[src/hdl/lc3IsaPkg.sv]
package lc3IsaPkg;

    typedef logic [15:0] word_t;    // data and address word
    typedef logic [2:0]  regIdx_t;  // r0..r7
    typedef logic [2:0]  nzp_t;     // [2]=N [1]=Z [0]=P

    // full opcode map, unsupported ones named so decode can list them
    typedef enum logic [3:0] {
        opBr   = 4'b0000,
        opAdd  = 4'b0001,
        opLd   = 4'b0010,
        opSt   = 4'b0011,
        opJsr  = 4'b0100, // not implemented
        opAnd  = 4'b0101,
        opLdr  = 4'b0110,
        opStr  = 4'b0111,
        opRti  = 4'b1000, // not implemented
        opNot  = 4'b1001,
        opLdi  = 4'b1010, // not implemented
        opSti  = 4'b1011, // not implemented
        opJmp  = 4'b1100, // also RET with base r7
        opRes  = 4'b1101, // reserved
        opLea  = 4'b1110,
        opTrap = 4'b1111  // not implemented
    } opcode_t;

    // sign extend the low width bits of field, upper bits ignored
    function automatic word_t sext(input word_t field, input int unsigned width);
        word_t shifted;
        shifted = field << (16 - width); // move sign bit to bit 15
        return word_t'($signed(shifted) >>> (16 - width));
    endfunction

    // condition codes for a value written to a register
    function automatic nzp_t flagsOf(input word_t value);
        if (value[15])
            return 3'b100;
        else if (value == '0)
            return 3'b010;
        return 3'b001;
    endfunction

endpackage

[src/hdl/lc3CtrlPkg.sv]
package lc3CtrlPkg;

    import lc3IsaPkg::*;

    // sequencer states, numbering kept contiguous
    typedef enum logic [4:0] {
        start,
        fetch0, fetch1, fetch2,
        decode,
        alu0, br0, jmp0, lea0,
        ld0, ld1, ld2,
        ldr0, ldr1, ldr2,
        st0, st1, st2,
        str0, str1, str2
    } ctrlState_t;

    // who drives the internal bus
    typedef enum logic [2:0] {busNone, busPc, busEa, busMdr, busAlu} busSrc_t;

    typedef enum logic [1:0] {aluPass, aluAdd, aluAnd, aluNot} aluOp_t;

    // second adder input of the EA adder, off11 unused without JSR
    typedef enum logic [1:0] {offZero, off6, off9, off11} addr2Sel_t;

    typedef struct packed {
        busSrc_t   busSrc;
        aluOp_t    aluOp;
        regIdx_t   sr1;          // ALU A and EA base
        regIdx_t   sr2;          // ALU B in register form
        regIdx_t   dr;
        logic      pcFromEa;     // PC mux: EA, else PC+1
        logic      addr1FromReg; // EA base: sr1, else PC
        addr2Sel_t addr2Sel;
        logic      regWe;
        logic      flagWe;
        logic      ldPc;
        logic      ldIr;
        logic      ldMar;
        logic      ldMdr;
        logic      mdrFromMem;   // MDR source: memory, else bus
        logic      memWe;
    } ctrlWord_t;

    // nothing loads, nothing on the bus
    localparam ctrlWord_t ctrlIdle = '{
        busSrc:   busNone,
        aluOp:    aluPass,
        sr1:      '0,
        sr2:      '0,
        dr:       '0,
        addr2Sel: offZero,
        default:  1'b0
    };

endpackage

[src/hdl/lc3Control.sv]
`timescale 1ns/100ps

module lc3Control
    import lc3IsaPkg::*;
    import lc3CtrlPkg::*;
(
    input  logic      clk,
    input  logic      reset,
    input  word_t     ir,
    input  nzp_t      nzp,
    output ctrlWord_t ctrl,
    output logic      memWe
);

    ctrlState_t state;
    ctrlState_t nextState;
    ctrlState_t decodeTarget;
    opcode_t    opcode;
    logic       brTaken;

    assign opcode  = opcode_t'(ir[15:12]);
    assign brTaken = |(ir[11:9] & nzp); // any requested flag set
    assign memWe   = ctrl.memWe;

    always_ff @(posedge clk or posedge reset)
    begin
        if (reset)
            state <= start;
        else
            state <= nextState;
    end

    // execute entry point per opcode
    always_comb
    begin
        decodeTarget = fetch0;
        case (opcode)
            opAdd, opAnd, opNot: decodeTarget = alu0;
            opBr:  decodeTarget = br0;
            opJmp: decodeTarget = jmp0;
            opLea: decodeTarget = lea0;
            opLd:  decodeTarget = ld0;
            opLdr: decodeTarget = ldr0;
            opSt:  decodeTarget = st0;
            opStr: decodeTarget = str0;
            opJsr, opRti, opLdi, opSti, opRes, opTrap: decodeTarget = fetch0; // no-op
        endcase
    end

    always_comb
    begin
        case (state)
            fetch0: nextState = fetch1;
            fetch1: nextState = fetch2;
            fetch2: nextState = decode;
            decode: nextState = decodeTarget;
            ld0:    nextState = ld1;
            ld1:    nextState = ld2;
            ldr0:   nextState = ldr1;
            ldr1:   nextState = ldr2;
            st0:    nextState = st1;
            st1:    nextState = st2;
            str0:   nextState = str1;
            str1:   nextState = str2;
            default: nextState = fetch0; // start and every last execute state
        endcase
    end

    // control word, purely from state and IR
    always_comb
    begin
        ctrl = ctrlIdle;
        case (state)
            fetch0:
            begin
                ctrl.busSrc = busPc; // MAR <- PC
                ctrl.ldMar  = 1'b1;
                ctrl.ldPc   = 1'b1;  // PC <- PC+1
            end
            fetch1, ld1, ldr1:
            begin
                ctrl.ldMdr      = 1'b1;
                ctrl.mdrFromMem = 1'b1;
            end
            fetch2:
            begin
                ctrl.busSrc = busMdr;
                ctrl.ldIr   = 1'b1;
            end
            alu0:
            begin
                ctrl.busSrc = busAlu;
                ctrl.sr1    = ir[8:6];
                ctrl.sr2    = ir[2:0];
                ctrl.dr     = ir[11:9];
                ctrl.regWe  = 1'b1;
                ctrl.flagWe = 1'b1;
                case (opcode)
                    opAdd:   ctrl.aluOp = aluAdd;
                    opAnd:   ctrl.aluOp = aluAnd;
                    opNot:   ctrl.aluOp = aluNot;
                    default: ctrl.aluOp = aluPass;
                endcase
            end
            br0:
            begin
                ctrl.addr2Sel = off9;     // PC-relative target
                ctrl.pcFromEa = 1'b1;
                ctrl.ldPc     = brTaken;
            end
            jmp0:
            begin
                ctrl.sr1          = ir[8:6];
                ctrl.addr1FromReg = 1'b1; // base + 0
                ctrl.pcFromEa     = 1'b1;
                ctrl.ldPc         = 1'b1;
            end
            lea0:
            begin
                ctrl.busSrc   = busEa;
                ctrl.addr2Sel = off9;
                ctrl.dr       = ir[11:9];
                ctrl.regWe    = 1'b1;
                ctrl.flagWe   = 1'b1;
            end
            ld0, st0:
            begin
                ctrl.busSrc   = busEa;
                ctrl.addr2Sel = off9;
                ctrl.ldMar    = 1'b1;
            end
            ldr0, str0:
            begin
                ctrl.busSrc       = busEa;
                ctrl.sr1          = ir[8:6];
                ctrl.addr1FromReg = 1'b1;
                ctrl.addr2Sel     = off6;
                ctrl.ldMar        = 1'b1;
            end
            ld2, ldr2:
            begin
                ctrl.busSrc = busMdr;
                ctrl.dr     = ir[11:9];
                ctrl.regWe  = 1'b1;
                ctrl.flagWe = 1'b1;
            end
            st1, str1:
            begin
                ctrl.busSrc = busAlu; // source reg passes through ALU
                ctrl.sr1    = ir[11:9];
                ctrl.ldMdr  = 1'b1;
            end
            st2, str2: ctrl.memWe = 1'b1;
            default: ;
        endcase
    end

    // a write strobe always closes a full store sequence
    assert property (@(posedge clk) disable iff (reset)
        memWe |-> state inside {st2, str2} && $past(state, 2) inside {st0, str0});

    assert property (@(posedge clk) disable iff (reset)
        !$isunknown(state) && state <= str2);

endmodule

[src/hdl/lc3RegFile.sv]
`timescale 1ns/100ps

module lc3RegFile
    import lc3IsaPkg::*;
(
    input  logic            clk,
    input  logic            reset,
    input  regIdx_t         sr1,
    input  regIdx_t         sr2,
    input  regIdx_t         dr,
    input  logic            we,
    input  word_t           wData,
    output word_t           rData1,
    output word_t           rData2,
    output word_t [7:0]     regView
);

    word_t [7:0] regs; // r7 at the top

    // single write port, written from the bus
    always_ff @(posedge clk or posedge reset)
    begin
        if (reset)
            regs <= '0;
        else if (we)
            regs[dr] <= wData;
    end

    // combinational reads, old value seen during a write cycle
    assign rData1 = regs[sr1];
    assign rData2 = regs[sr2];

    assign regView = regs; // observation port

endmodule

[src/hdl/lc3Datapath.sv]
`timescale 1ns/100ps

module lc3Datapath
    import lc3IsaPkg::*;
    import lc3CtrlPkg::*;
#(
    parameter word_t resetPc = 16'h3000
)(
    input  logic        clk,
    input  logic        reset,
    input  ctrlWord_t   ctrl,
    input  word_t       mdr,
    output word_t       bus,
    output word_t       ir,
    output nzp_t        nzp,
    output word_t       pc,
    output word_t [7:0] regView
);

    word_t rData1;
    word_t rData2;
    word_t aluB;
    word_t aluOut;
    word_t addr1;
    word_t addr2;
    word_t ea;
    word_t pcNext;

    lc3RegFile regFile0 (
        .clk     (clk),
        .reset   (reset),
        .sr1     (ctrl.sr1),
        .sr2     (ctrl.sr2),
        .dr      (ctrl.dr),
        .we      (ctrl.regWe),
        .wData   (bus),
        .rData1  (rData1),
        .rData2  (rData2),
        .regView (regView)
    );

    // ALU with imm5 form when IR[5] set
    assign aluB = ir[5] ? sext(ir, 5) : rData2;

    always_comb
    begin
        case (ctrl.aluOp)
            aluAdd:  aluOut = rData1 + aluB;
            aluAnd:  aluOut = rData1 & aluB;
            aluNot:  aluOut = ~rData1;
            default: aluOut = rData1; // pass for stores
        endcase
    end

    // effective address adder
    assign addr1 = ctrl.addr1FromReg ? rData1 : pc;

    always_comb
    begin
        case (ctrl.addr2Sel)
            off6:    addr2 = sext(ir, 6);
            off9:    addr2 = sext(ir, 9);
            off11:   addr2 = sext(ir, 11);
            default: addr2 = '0;
        endcase
    end

    assign ea = addr1 + addr2;

    // bus mux
    always_comb
    begin
        case (ctrl.busSrc)
            busPc:   bus = pc;
            busEa:   bus = ea;
            busMdr:  bus = mdr;
            busAlu:  bus = aluOut;
            default: bus = '0; // idle bus
        endcase
    end

    assign pcNext = ctrl.pcFromEa ? ea : pc + 16'd1;

    always_ff @(posedge clk or posedge reset)
    begin
        if (reset)
        begin
            pc  <= resetPc;
            ir  <= '0;
            nzp <= '0; // no flag set until first write
        end
        else
        begin
            if (ctrl.ldPc)
                pc <= pcNext;
            if (ctrl.ldIr)
                ir <= bus;
            if (ctrl.flagWe)
                nzp <= flagsOf(bus);
        end
    end

    assert property (@(posedge clk) disable iff (reset) $onehot0(nzp));

endmodule

[src/hdl/lc3MemPort.sv]
`timescale 1ns/100ps

module lc3MemPort
    import lc3IsaPkg::*;
    import lc3CtrlPkg::*;
(
    input  logic      clk,
    input  logic      reset,
    input  ctrlWord_t ctrl,
    input  word_t     bus,
    input  word_t     memRData,
    output word_t     memAddr,   // MAR
    output word_t     memWData   // MDR
);

    always_ff @(posedge clk or posedge reset)
    begin
        if (reset)
        begin
            memAddr  <= '0;
            memWData <= '0;
        end
        else
        begin
            if (ctrl.ldMar)
                memAddr <= bus;
            if (ctrl.ldMdr)
                memWData <= ctrl.mdrFromMem ? memRData : bus; // read data or store data
        end
    end

    // store data is staged in MDR the cycle before the strobe
    assert property (@(posedge clk) disable iff (reset)
        ctrl.memWe |-> $past(ctrl.ldMdr) && !$past(ctrl.mdrFromMem));

endmodule

[src/hdl/lc3Core.sv]
`timescale 1ns/100ps

module lc3Core
    import lc3IsaPkg::*;
    import lc3CtrlPkg::*;
#(
    parameter word_t resetPc = 16'h3000
)(
    input  logic        clk,
    input  logic        reset,
    input  word_t       memRData,
    output word_t       memAddr,
    output word_t       memWData,
    output logic        memWe,
    output word_t       pc,
    output word_t [7:0] regView,
    output nzp_t        nzp
);

    ctrlWord_t ctrl;
    word_t     ir;
    word_t     bus;

    lc3Control control0 (
        .clk   (clk),
        .reset (reset),
        .ir    (ir),
        .nzp   (nzp),
        .ctrl  (ctrl),
        .memWe (memWe)
    );

    lc3Datapath #(
        .resetPc (resetPc)
    ) datapath0 (
        .clk     (clk),
        .reset   (reset),
        .ctrl    (ctrl),
        .mdr     (memWData), // MDR feeds busMdr
        .bus     (bus),
        .ir      (ir),
        .nzp     (nzp),
        .pc      (pc),
        .regView (regView)
    );

    lc3MemPort memPort0 (
        .clk      (clk),
        .reset    (reset),
        .ctrl     (ctrl),
        .bus      (bus),
        .memRData (memRData),
        .memAddr  (memAddr),
        .memWData (memWData)
    );

endmodule

[config.mk]
export PLATFORM = sky130hd
export DESIGN_NAME = lc3Core
export DESIGN_NICKNAME = d
export VERILOG_FILES = /design/src/hdl/lc3IsaPkg.sv /design/src/hdl/lc3CtrlPkg.sv /design/src/hdl/lc3Control.sv /design/src/hdl/lc3RegFile.sv /design/src/hdl/lc3Datapath.sv /design/src/hdl/lc3MemPort.sv /design/src/hdl/lc3Core.sv
export SDC_FILE = /design/constraint.sdc
export NUM_CORES = 1
export LEC_CHECK = 0
export ABC_AREA = 0
export BUFFER_PORTS_ARGS = -buffer_cell sky130_fd_sc_hd__clkbuf_2
export CORE_AREA = 8 8 167 169
export CTS_BUF_LIST = sky130_fd_sc_hd__clkbuf_2 sky130_fd_sc_hd__clkbuf_4 sky130_fd_sc_hd__clkbuf_8
export DETAILED_ROUTE_END_ITERATION = 8
export DIE_AREA = 0 0 175 177
export MAX_ROUTING_LAYER = met4
export PLACE_DENSITY = 0.78
export SYNTH_ARGS = -nofsm -noshare
export SYNTH_HDL_FRONTEND = slang
export SYNTH_SLANG_ARGS = --single-unit
[constraint.sdc]
create_clock -name clk -period 7 [get_ports clk]
set_input_delay 1.4 -clock clk [delete_from_list [all_inputs] [get_ports clk]]
set_output_delay 1.4 -clock clk [all_outputs]
set_load 0.02 [all_outputs]
# After elaboration in Yosys (flattened, before gate mapping)
# Memory sizes are Yosys's and may differ from the RTL's.
# Index checks and enable logic that the tools add are counted.
# word_totals
elab_cells,113
romBits,80
regBits,200
in_bits,18
out_inout_bits,180
n_memories,1
# mem_list
memory,words,width,read_ports,rd_ports_with_merged_regs,wr,line,source
(no name shown),16,5,1,0,0,lc3Control.sv:37,case (opcode)
# classes
bitwise,3
eq_ne,33
add_sub_neg,3
order_cmp,4
n_reduce_logical,18
n_mux,37
# ops
cell,count
bitwise mux 128 bit,1
two-way mux 16 bit,7
binary-select mux 16 bit (select 3 bit),2
one-hot mux 16 bit (3 select lines),2
one-hot mux 16 bit (4 select lines),1
one-hot mux 5 bit (12 select lines),1
demux 16 bit (select 3 bit),1
== test 5 x 4 -> 1 bit (second input constant),8
adder 16 bit,2
== test 5 bit (second input constant),5
== test 5 x 3 -> 1 bit (second input constant),4
adder 16 x 1 -> 16 bit (second input constant),1
AND 16 bit,1
logical NOT 16 bit,1
NOT 16 bit,1
two-way mux 3 bit,5
OR reduction 3 bit,5
OR reduction 5 bit,3
< comparator 3 x 4 -> 1 bit (second input constant),3
one-hot mux 3 bit (4 select lines),1
OR reduction 4 bit,3
== test 5 x 2 -> 1 bit (second input constant),2
two-way mux 1 bit,10
OR reduction 2 bit,5
17 further kinds,23

# Depth between registers and ports, before layout
# Gate-level depths: netlist of run 1.
# depth
depth_word,13
ltp_mapped,25
depth_no_buf,20

# Cells and area by module
# A second synthesis of run 1 with hierarchy kept.
# unflattened
cells_unflattened,1239
area_unflattened_um2,14064.7
# by_module_without_submodules
module,seq_area_each_um2,n_inst,area_per_inst_um2,cells_per_inst
lc3RegFile,3203.1,1,7039.3,396
lc3Datapath,878.3,1,4673.2,601
lc3MemPort,800.8,1,1390.1,104
lc3Control,125.1,1,962.2,138

# Worst setup path before layout of run 1
# Ideal clock, no wire load.
# synth_timing
path_type,register to register
start,register control0.state[4]
end,register datapath0.regFile0.regs (netlist bit datapath0.regFile0.regView[63])
synth_period_minus_slack_ps,4948
stages_incl_launch_ff,26
t_arrival_ps,4814
setup_time_ps,133
t_required_ps,6867
path_slack_ps,2052
path_buffers,7
path_cell_list,dfrtp_1 -> buf_4 -> clkbuf_1 -> inv_1 -> and3_1 -> clkbuf_1 -> and2_1 -> clkbuf_1 -> clkbuf_1 -> buf_1 -> nand2_1 -> a311oi_1 -> a211oi_1 -> nor2_1 -> ha_1 -> a21o_1 -> o21bai_1 -> o311ai_0 -> o21ai_0 -> a31oi_1 -> xnor2_1 -> o211ai_1 -> nand2_1 -> a21oi_1 -> clkbuf_1 -> o21ai_0
# synth_between
elab_chain_len,9
elab_cells_between_ends,60
classes_between,add/sub: 2; order compare: 2; eq/ne: 24; mux: 20; bitwise: 2; reduce/logical: 10
# synth_rtl
item,line,source
from (decl),lc3Control.sv:15,ctrlState_t state;
from (signal assigned),lc3Control.sv:28,state <= start;
from (signal assigned),lc3Control.sv:30,state <= nextState;
== test 5 x 3 -> 1 bit (tied with other cells),lc3Control.sv:73,case (state)
OR reduction 4 bit (no source line) (tied with other cells),-,
one-hot mux 3 bit (2 select lines) or binary-select mux 16 bit (select 3 bit) (tied branches),"lc3Control.sv:73, lc3RegFile.sv:31",
binary-select mux 16 bit (select 3 bit) or two-way mux 16 bit (tied branches),"lc3RegFile.sv:30, lc3RegFile.sv:31",
"two-way mux 16 bit, on equally long branches","lc3RegFile.sv:30, lc3Datapath.sv:43",
adder 16 bit (tied with other cells),lc3Datapath.sv:48,aluAdd: aluOut = rData1 + aluB;
one-hot mux 16 bit (3 select lines) or adder 16 bit (tied branches),"lc3Datapath.sv:47, lc3Datapath.sv:68",
one-hot mux 16 bit (4 select lines),lc3Datapath.sv:73,case (ctrl.busSrc)
bitwise mux 128 bit,lc3RegFile.sv:26,regs[dr] <= wData;
"to (signal, indexed assignment)",lc3RegFile.sv:26,
to (decl),lc3RegFile.sv:18,word_t [7:0] regs;
# Parallel ways exist; a longest one is shown, timed or not. The select of a mux whose other input is x is not followed.
# A chain may end at the register's enable or synchronous reset.

# Worst setup path after layout of run 1
# layout_timing
start,register control0.state[2]
end,register datapath0.nzp[1]
# layout_between
elab_chain_len,13
elab_cells_between_ends,59
classes_between,add/sub: 2; eq/ne: 24; mux: 21; bitwise: 2; reduce/logical: 10
# layout_rtl
item,line,source
== test 5 x 3 -> 1 bit (tied with other cells),lc3Control.sv:73,
OR reduction 4 bit (no source line) (tied with other cells),-,
one-hot mux 3 bit (2 select lines) or binary-select mux 16 bit (select 3 bit) (tied branches),"lc3Control.sv:73, lc3RegFile.sv:31",
binary-select mux 16 bit (select 3 bit) or two-way mux 16 bit (tied branches),"lc3RegFile.sv:30, lc3RegFile.sv:31",
"two-way mux 16 bit, on equally long branches","lc3RegFile.sv:30, lc3Datapath.sv:43",
adder 16 bit (tied with other cells),lc3Datapath.sv:48,
one-hot mux 16 bit (3 select lines) or adder 16 bit (tied branches),"lc3Datapath.sv:47, lc3Datapath.sv:68",
one-hot mux 16 bit (4 select lines),lc3Datapath.sv:73,
logical NOT 16 bit,lc3IsaPkg.sv:38,else if (value == '0)
two-way mux 1 bit,lc3IsaPkg.sv:38,
two-way mux 1 bit,lc3IsaPkg.sv:36,if (value[15])
two-way mux 1 bit,lc3Datapath.sv:98,if (ctrl.flagWe)
two-way mux 3 bit,lc3IsaPkg.sv:40,return 3'b001;
to (signal assigned),lc3Datapath.sv:99,nzp <= flagsOf(bus);
to (decl),lc3Datapath.sv:15,"output nzp_t nzp,"
# Parallel ways exist; a longest one is shown, timed or not. The select of a mux whose other input is x is not followed.

==> impl_metrics.yaml, run 1 <==
outcome:
  outcome: "finished clean"
worst_hold_path:
  hold_depth: 2
  worst_hold_path_type: "flip-flop to flip-flop"
  min_to: "memPort0.memAddr[7]$_DFFE_PP0P_"
  min_from: "memPort0.memAddr[7]$_DFFE_PP0P_"
routing:
  drt-pass1-iter-count: 9
  drt-wirelength-per-cell_um: 23.9
  drt_iter0_markers: 2204
  via_count: 14100
  drt-vias-per-instance: 6.71
  drcViolationCount: 0
  drt-total-wl_um: 50300
  detail-route-antenna-nets: 0
sta:
  worstMarginPinSlew_ps: 1180
  worst_hold_slack_ps: 499
  post-route-period-util_pct: 91.6
  setup_viol: 0
  slew_headroom_pct: 21.2
  clock_skew_ps: 25.8
  rsz0062_at_grt: "no"
  hold_viol: 0
  fin_crit_ps: 6410
  fmax_mhz: 156
  maxSlewViolCount: 0
  finalSetupTns_ps: 0
logic_synthesis:
  synth_cells: 1633
  seq_area_frac_synth_pct: 37.5
  ys.flop_type: "dfrtp_1"
  ys_seq_elements: 200
  synthesis.nets: 1691
  synth_top_area_share_pct: 37.1
  synth_area_mm2: 0.0134
  synth_area_leaders: "dfrtp_1, o21ai_0, nand2_1, ha_1, and3_1"
  synth-edff-count: 0
  async_reset_ff_share_pct: 100
  synth_warnings: 0
  ys_types: 85
  synth_area_per_cell_um2: 8.18
  synth_top_area_cell: "dfrtp_1"
  synth.most_common_cell: "nand2_1"
  synthTopCellsByCount: "nand2_1, o21ai_0, dfrtp_1"
setup_path:
  path_max_fanout: 21
  reg2reg_depth: 17
  crit_top_cell: "o21ai_0"
  cpPeakStageDelay_ps: 940
  path_cells: "and4bb_2 > o21ai_0 > a21oi_1 > a2111oi_0 > or4_1 > o21ai_0 > ha_1 > o21ai_0 > o21bai_1 > o41ai_1 > nand3_1 > and3_1 > o31ai_1 > a2bb2oi_1 > inv_1 > and3_1 > a31o_1"
  crit_arrival_ps: 6780
  worstSetupPathType: "flip-flop to flip-flop"
  crit_path_end_kind: "flip-flop"
  reg2reg_slack_ps: 590
  crit_slowest_cell: "a21oi_1"
  r2r_start: "control0.state[2]$_DFF_PP0_"
  cp-start-kind: "flip-flop"
  r2r_end: "datapath0.nzp[1]$_DFFE_PP0P_"
  worstPathRequired_ps: 7370
clock_tree:
  cts_buffer_depth: 2
  cts_resized: 0
  cts_tree: "yes"
  cts.sinks: 200
  root_buffer: "clkbuf_8"
  path_clk_slew_ps: 120
  holdBufCountCts: 0
  clk_latency_ps: 500
  h-tree-depth: 4
  cts_made_buffers: 17
  post_cts_buffers: 0
placed_design:
  routabilityCongestion: 0.982
  port-buffer-count: 197
  postPlaceCellArea_mm2: 0.0146
  hpwl_um: 37000
power_and_ir_drop:
  clock_power_share_pct: 12.0
  p_comb_share_pct: 57.1
  p_seq_share_pct: 30.9
  vdd_drop_max_mv: 0.234
  switching_share_pct: 53.6
  leakagePower_uw: 0.00695
  power_density_mw_per_mm2: 440
  p_sw_uw: 3520
  p_int_uw: 3050
global_route:
  grt_pass1_wl_um: 77600
  grt_usage_pct: 32.5
  grt_max_degree: 138
  overflow: 0
  grt_pass1_vias: 13200
  antenna_found_initial: 0
cells_and_area:
  diodes: 0
  fillers: 2307
  area_growth_pct: 12.0
  multi_input_area_mm2: 0.00771
  nets: 1815
  fin_util_pct: 58.7
  drive_above_1_share_pct: 17.8
  fin_area_mm2: 0.0150
  seq_area_mm2: 0.00501
floorplanning:
  initial_core_util_pct: 52.4
  placementRows: 59
  pin_count: 198
  placeableCoreArea_mm2: 0.0255
  die_w_um: 175
  die_h_um: 177
  die_area_mm2: 0.0310
run:
  maxCapViolCount: 0
logic make-up after synthesis:
logic type,synth area share (%)
simple gates,20.0
flops,37.5
compound gates,29.4
fa+ha+maj,3.86
buf+inv,4.98
mux,2.17
xor+xnor,2.02
worst max-delay path, delay by kind of cell (launching register included):
family	cells	cell delay [ps]
adder cells (fa/ha/maj)	1	310
AND/OR/NAND/NOR	5	1840
AO/OA/AOI/OAI	10	3250
flip-flops	1	620
buffers and inverters	1	270
cell usage in the layout, fill, tap and decap left out, types with 5 or more instances in the layout:
cell type and count:
nor2b_1 18, a22o_1 10, inv_6 5, a2111o_1 5
a211oi_1 17, clkbuf_8 17, or3_1 15, o31ai_1 7
a221o_1 8, mux2i_1 11, a21oi_1 89, inv_1 28
nand2_1 291, o22ai_1 32, and2_1 12, a311oi_1 14
a21o_1 18, a31oi_1 18, nor2_1 79, o21ai_0 232
a222oi_1 9, nand3_1 26, xnor2_1 19, a221oi_1 33
mux2_2 9, xor2_1 10, o211ai_1 24, nor3_1 17
nand4_1 8, clkbuf_2 197, a2111oi_0 9, ha_1 38
a22oi_1 25, dfrtp_1 198, and3_1 72, buf_4 42
cell type report:
class,count,share of cell area (%)
Inverter,29,0.778
Tap cell,335,2.80
Clock buffer,17,1.56
Timing Repair Buffer,239,8.70
Sequential cell,200,33.5
Clock inverter,14,1.11
Multi-Input combinational cell,1270,51.6
stage by stage:
step	setup WS [ps]	std cells	power, uW
5_1_grt	304	2104	6970
2_1_floorplan	149	1633	4350
4_1_cts	785	2104	6480
3_5_place_dp	831	2073	5700
6_report	589	2104	6580
3_3_place_gp	977	2073	5630
layer usage:
| layer | global-route usage (%) | wire length, um | part of all wire [%] | vias to the layer above |
|---|---|---|---|---|
| met3 | 6.76 | 5480 | 11 | 154 |
| met2 | 47.6 | 21800 | 43 | 976 |
| li1 | - | - | - | 6269 |
| met5 | - | 0 | 0 | - |
| met1 | 44.1 | 21200 | 42 | 6723 |
| met4 | 11.6 | 1830 | 3.6 | 0 |
worst max-delay path by stage:
| stage | slack (ps) | from | to | depth (start not counted) |
|---|---|---|---|---|
| 2_1_floorplan | 150 | reset | control0.state[0]$_DFF_PP0_ | 1 |
| 3_3_place_gp | 980 | control0.state[2]$_DFF_PP0_ | datapath0.nzp[1]$_DFFE_PP0P_ | 17 |
| 3_5_place_dp | 830 | control0.state[2]$_DFF_PP0_ | datapath0.nzp[1]$_DFFE_PP0P_ | 17 |
| 4_1_cts | 780 | control0.state[2]$_DFF_PP0_ | datapath0.nzp[1]$_DFFE_PP0P_ | 17 |
| 5_1_grt | 300 | control0.state[2]$_DFF_PP0_ | datapath0.nzp[1]$_DFFE_PP0P_ | 17 |
| 6_report | 590 | control0.state[2]$_DFF_PP0_ | datapath0.nzp[1]$_DFFE_PP0P_ | 17 |
state kept, by name (all words and copies together) (netlist names):
signal / cells
datapath0.ir: 16
memPort0.memAddr: 16
datapath0.nzp: 3
memPort0.memWData: 16
datapath0.regFile0.regView: 128
datapath0.pc: 16
control0.state: 5
power groups by stage:
stage | sequential, uW | combinational, uW | clock, uW
2_1_floorplan | 2130 | 2220 | 0
3_3_place_gp | 2010 | 3620 | 0
3_5_place_dp | 2030 | 3670 | 0
4_1_cts | 2000 | 3680 | 789
5_1_grt | 2070 | 4070 | 833
6_report | 2030 | 3760 | 788
Power figures use the tool's default switching activity.
==> inputs of run 2 (changes only) <==
==> constraint.sdc (replaced) <==
create_clock -name clk -period 7 [get_ports clk]
set_input_delay 0.7 -clock clk [delete_from_list [all_inputs] [get_ports clk]]
set_output_delay 0.7 -clock clk [all_outputs]
set_load 0.02 [all_outputs]
==> run 2 against run 1 <==
Global-route usage is 0.23 points higher. Count of clock-buffer cells in the layout stayed put. Routed wire length is 0.73% higher. Clock skew increased by 4.8 ps. Largest power group unchanged. Core utilization is 0.064 points higher. Combinational power about the same. Non-clock buffer count did not move. Register-to-register slack better by 50 ps. Clock power grew 0.9%. Die area stayed put. Final cell count about the same. Hold slack lost 160 ps. Largest cell class unchanged.
==> impl_metrics.yaml, run 2 (synthesized netlist as in run 1, its figures left out) <==
outcome:
  outcome: "finished clean"
clock_tree:
  cts_tree: "yes"
  root_buffer: "clkbuf_8"
  h-tree-depth: 4
  holdBufCountCts: 0
  cts_buffer_depth: 2
  path_clk_slew_ps: 130
  post_cts_buffers: 0
  cts_resized: 0
  clk_latency_ps: 500
  cts_made_buffers: 17
  cts.sinks: 200
power_and_ir_drop:
  p_comb_share_pct: 57.3
  leakagePower_uw: 0.00696
  p_int_uw: 3060
  p_sw_uw: 3550
  clock_power_share_pct: 12.0
  vdd_drop_max_mv: 0.274
  power.total_uw: 6600
  p_seq_share_pct: 30.7
  switching_share_pct: 53.7
  power_density_mw_per_mm2: 441
floorplanning:
  placeableCoreArea_mm2: 0.0255
  initial_core_util_pct: 52.4
  die_w_um: 175
  die_h_um: 177
  die_area_mm2: 0.0310
  placementRows: 59
  pin_count: 198
routing:
  detail-route-antenna-nets: 0
  drt-vias-per-instance: 6.73
  drt-wirelength-per-cell_um: 24.1
  drt-pass1-iter-count: 8
  drt_iter0_markers: 2042
  via_count: 14200
  drt-total-wl_um: 50700
  drcViolationCount: 0
sta:
  fin_crit_ps: 6360
  hold_viol: 0
  worstMarginPinSlew_ps: 1210
  worst_hold_slack_ps: 336
  setup_viol: 0
  fmax_mhz: 157
  post-route-period-util_pct: 90.9
  maxSlewViolCount: 0
  finalSetupTns_ps: 0
  clock_skew_ps: 30.6
  rsz0062_at_grt: "no"
  slew_headroom_pct: 19.0
cells_and_area:
  final_cell_mix: "nand2_1, o21ai_0, dfrtp_1"
  layout.cells.non_filler: 2105
  drive_above_1_share_pct: 17.8
  final_common_cell: "nand2_1"
  nets: 1815
  area_growth_pct: 12.1
  largest_reg_flops: 128
  fin_area_mm2: 0.0150
global_route:
  grt_pass1_wl_um: 77900
  overflow: 0
  grt_usage_pct: 32.8
  grt_pass1_vias: 13300
  grt_max_degree: 130
  antenna_found_initial: 0
run:
  maxCapViolCount: 0
placed_design:
  place_inst: 2073
  hpwl_um: 37400
  routabilityCongestion: 0.978
  postPlaceCellArea_mm2: 0.0146
  port-buffer-count: 197
setup_path:
  reg2reg_slack_ps: 640
  crit_path_end_kind: "flip-flop"
  worstSetupPathType: "flip-flop to flip-flop"
  cp-start-kind: "flip-flop"
  crit_arrival_ps: 6740
  worstPathRequired_ps: 7380
  path_max_fanout: 21
worst_hold_path:
  worst_hold_path_type: "primary input to asynchronous set/reset pin"
==> run 2: final cells by class <==
type | instances | area (um^2)
antenna | 1 | 2.50
clock buffer | 17 | 234
timing repair buffer | 239 | 1300
fill | 2302 | 10500
multi-input combinational | 1270 | 7710
clock inverter | 14 | 180
tap | 335 | 419
sequential | 200 | 5010
inverter | 29 | 116
==> run 2: per-layer routing <==
| metal | global-route usage (%) | wire length [um] | vias to the layer above |
|---|---|---|---|
| met1 | 44.3 | 21300 | 6768 |
| met2 | 47.5 | 21900 | 994 |
| met3 | 6.29 | 5370 | 152 |
| met5 | - | 0 | - |
| li1 | - | - | 6263 |
| met4 | 13.7 | 2080 | 0 |
==> run 2: final timing paths <==
| kind | from | endpoint | cells past startpoint |
|---|---|---|---|
| setup / recovery | control0.state[2]$_DFF_PP0_ | datapath0.nzp[1]$_DFFE_PP0P_ | 17 |
| hold / removal | reset | datapath0.regFile0.regView[27]$_DFFE_PP0P_ | 2 |
| setup reg to reg | control0.state[2]$_DFF_PP0_ | datapath0.nzp[1]$_DFFE_PP0P_ | 17 |
| hold reg to reg | memPort0.memAddr[4]$_DFFE_PP0P_ | memPort0.memAddr[4]$_DFFE_PP0P_ | 2 |
| max in group asynchronous | reset | memPort0.memWData[6]$_DFFE_PP0P_ | 3 |
| min in group clk | memRData[9] | memPort0.memWData[9]$_DFFE_PP0P_ | 3 |
==> run 2: metrics by stage <==
step	util [%]	worst slack [ps]
2_1_floorplan	-	849
3_3_place_gp	57.1	960
3_5_place_dp	57.1	901
4_1_cts	58.8	853
5_1_grt	58.8	294
6_report	58.8	638
==> run 2: critical path, stage by stage, from the launching register on <==
cell	delay (ps)
dfrtp_1	610
and4bb_2	470
o21ai_0	210
a21oi_1	990
a2111oi_0	250
or4_1	650
o21ai_0	210
ha_1	310
o21ai_0	130
o21bai_1	140
o41ai_1	480
nand3_1	190
and3_1	250
o31ai_1	310
a2bb2oi_1	300
inv_1	270
and3_1	270
a31o_1	220
==> run 2: power by group through the flow <==
stage          combinational, uW  clock [uW]  sequential, uW
3_5_place_dp                3680           0            2020
2_1_floorplan               2220           0            2130
3_3_place_gp                3620           0            2010
5_1_grt                     4080         840            2060
4_1_cts                     3700         801            2000
6_report                    3780         795            2030
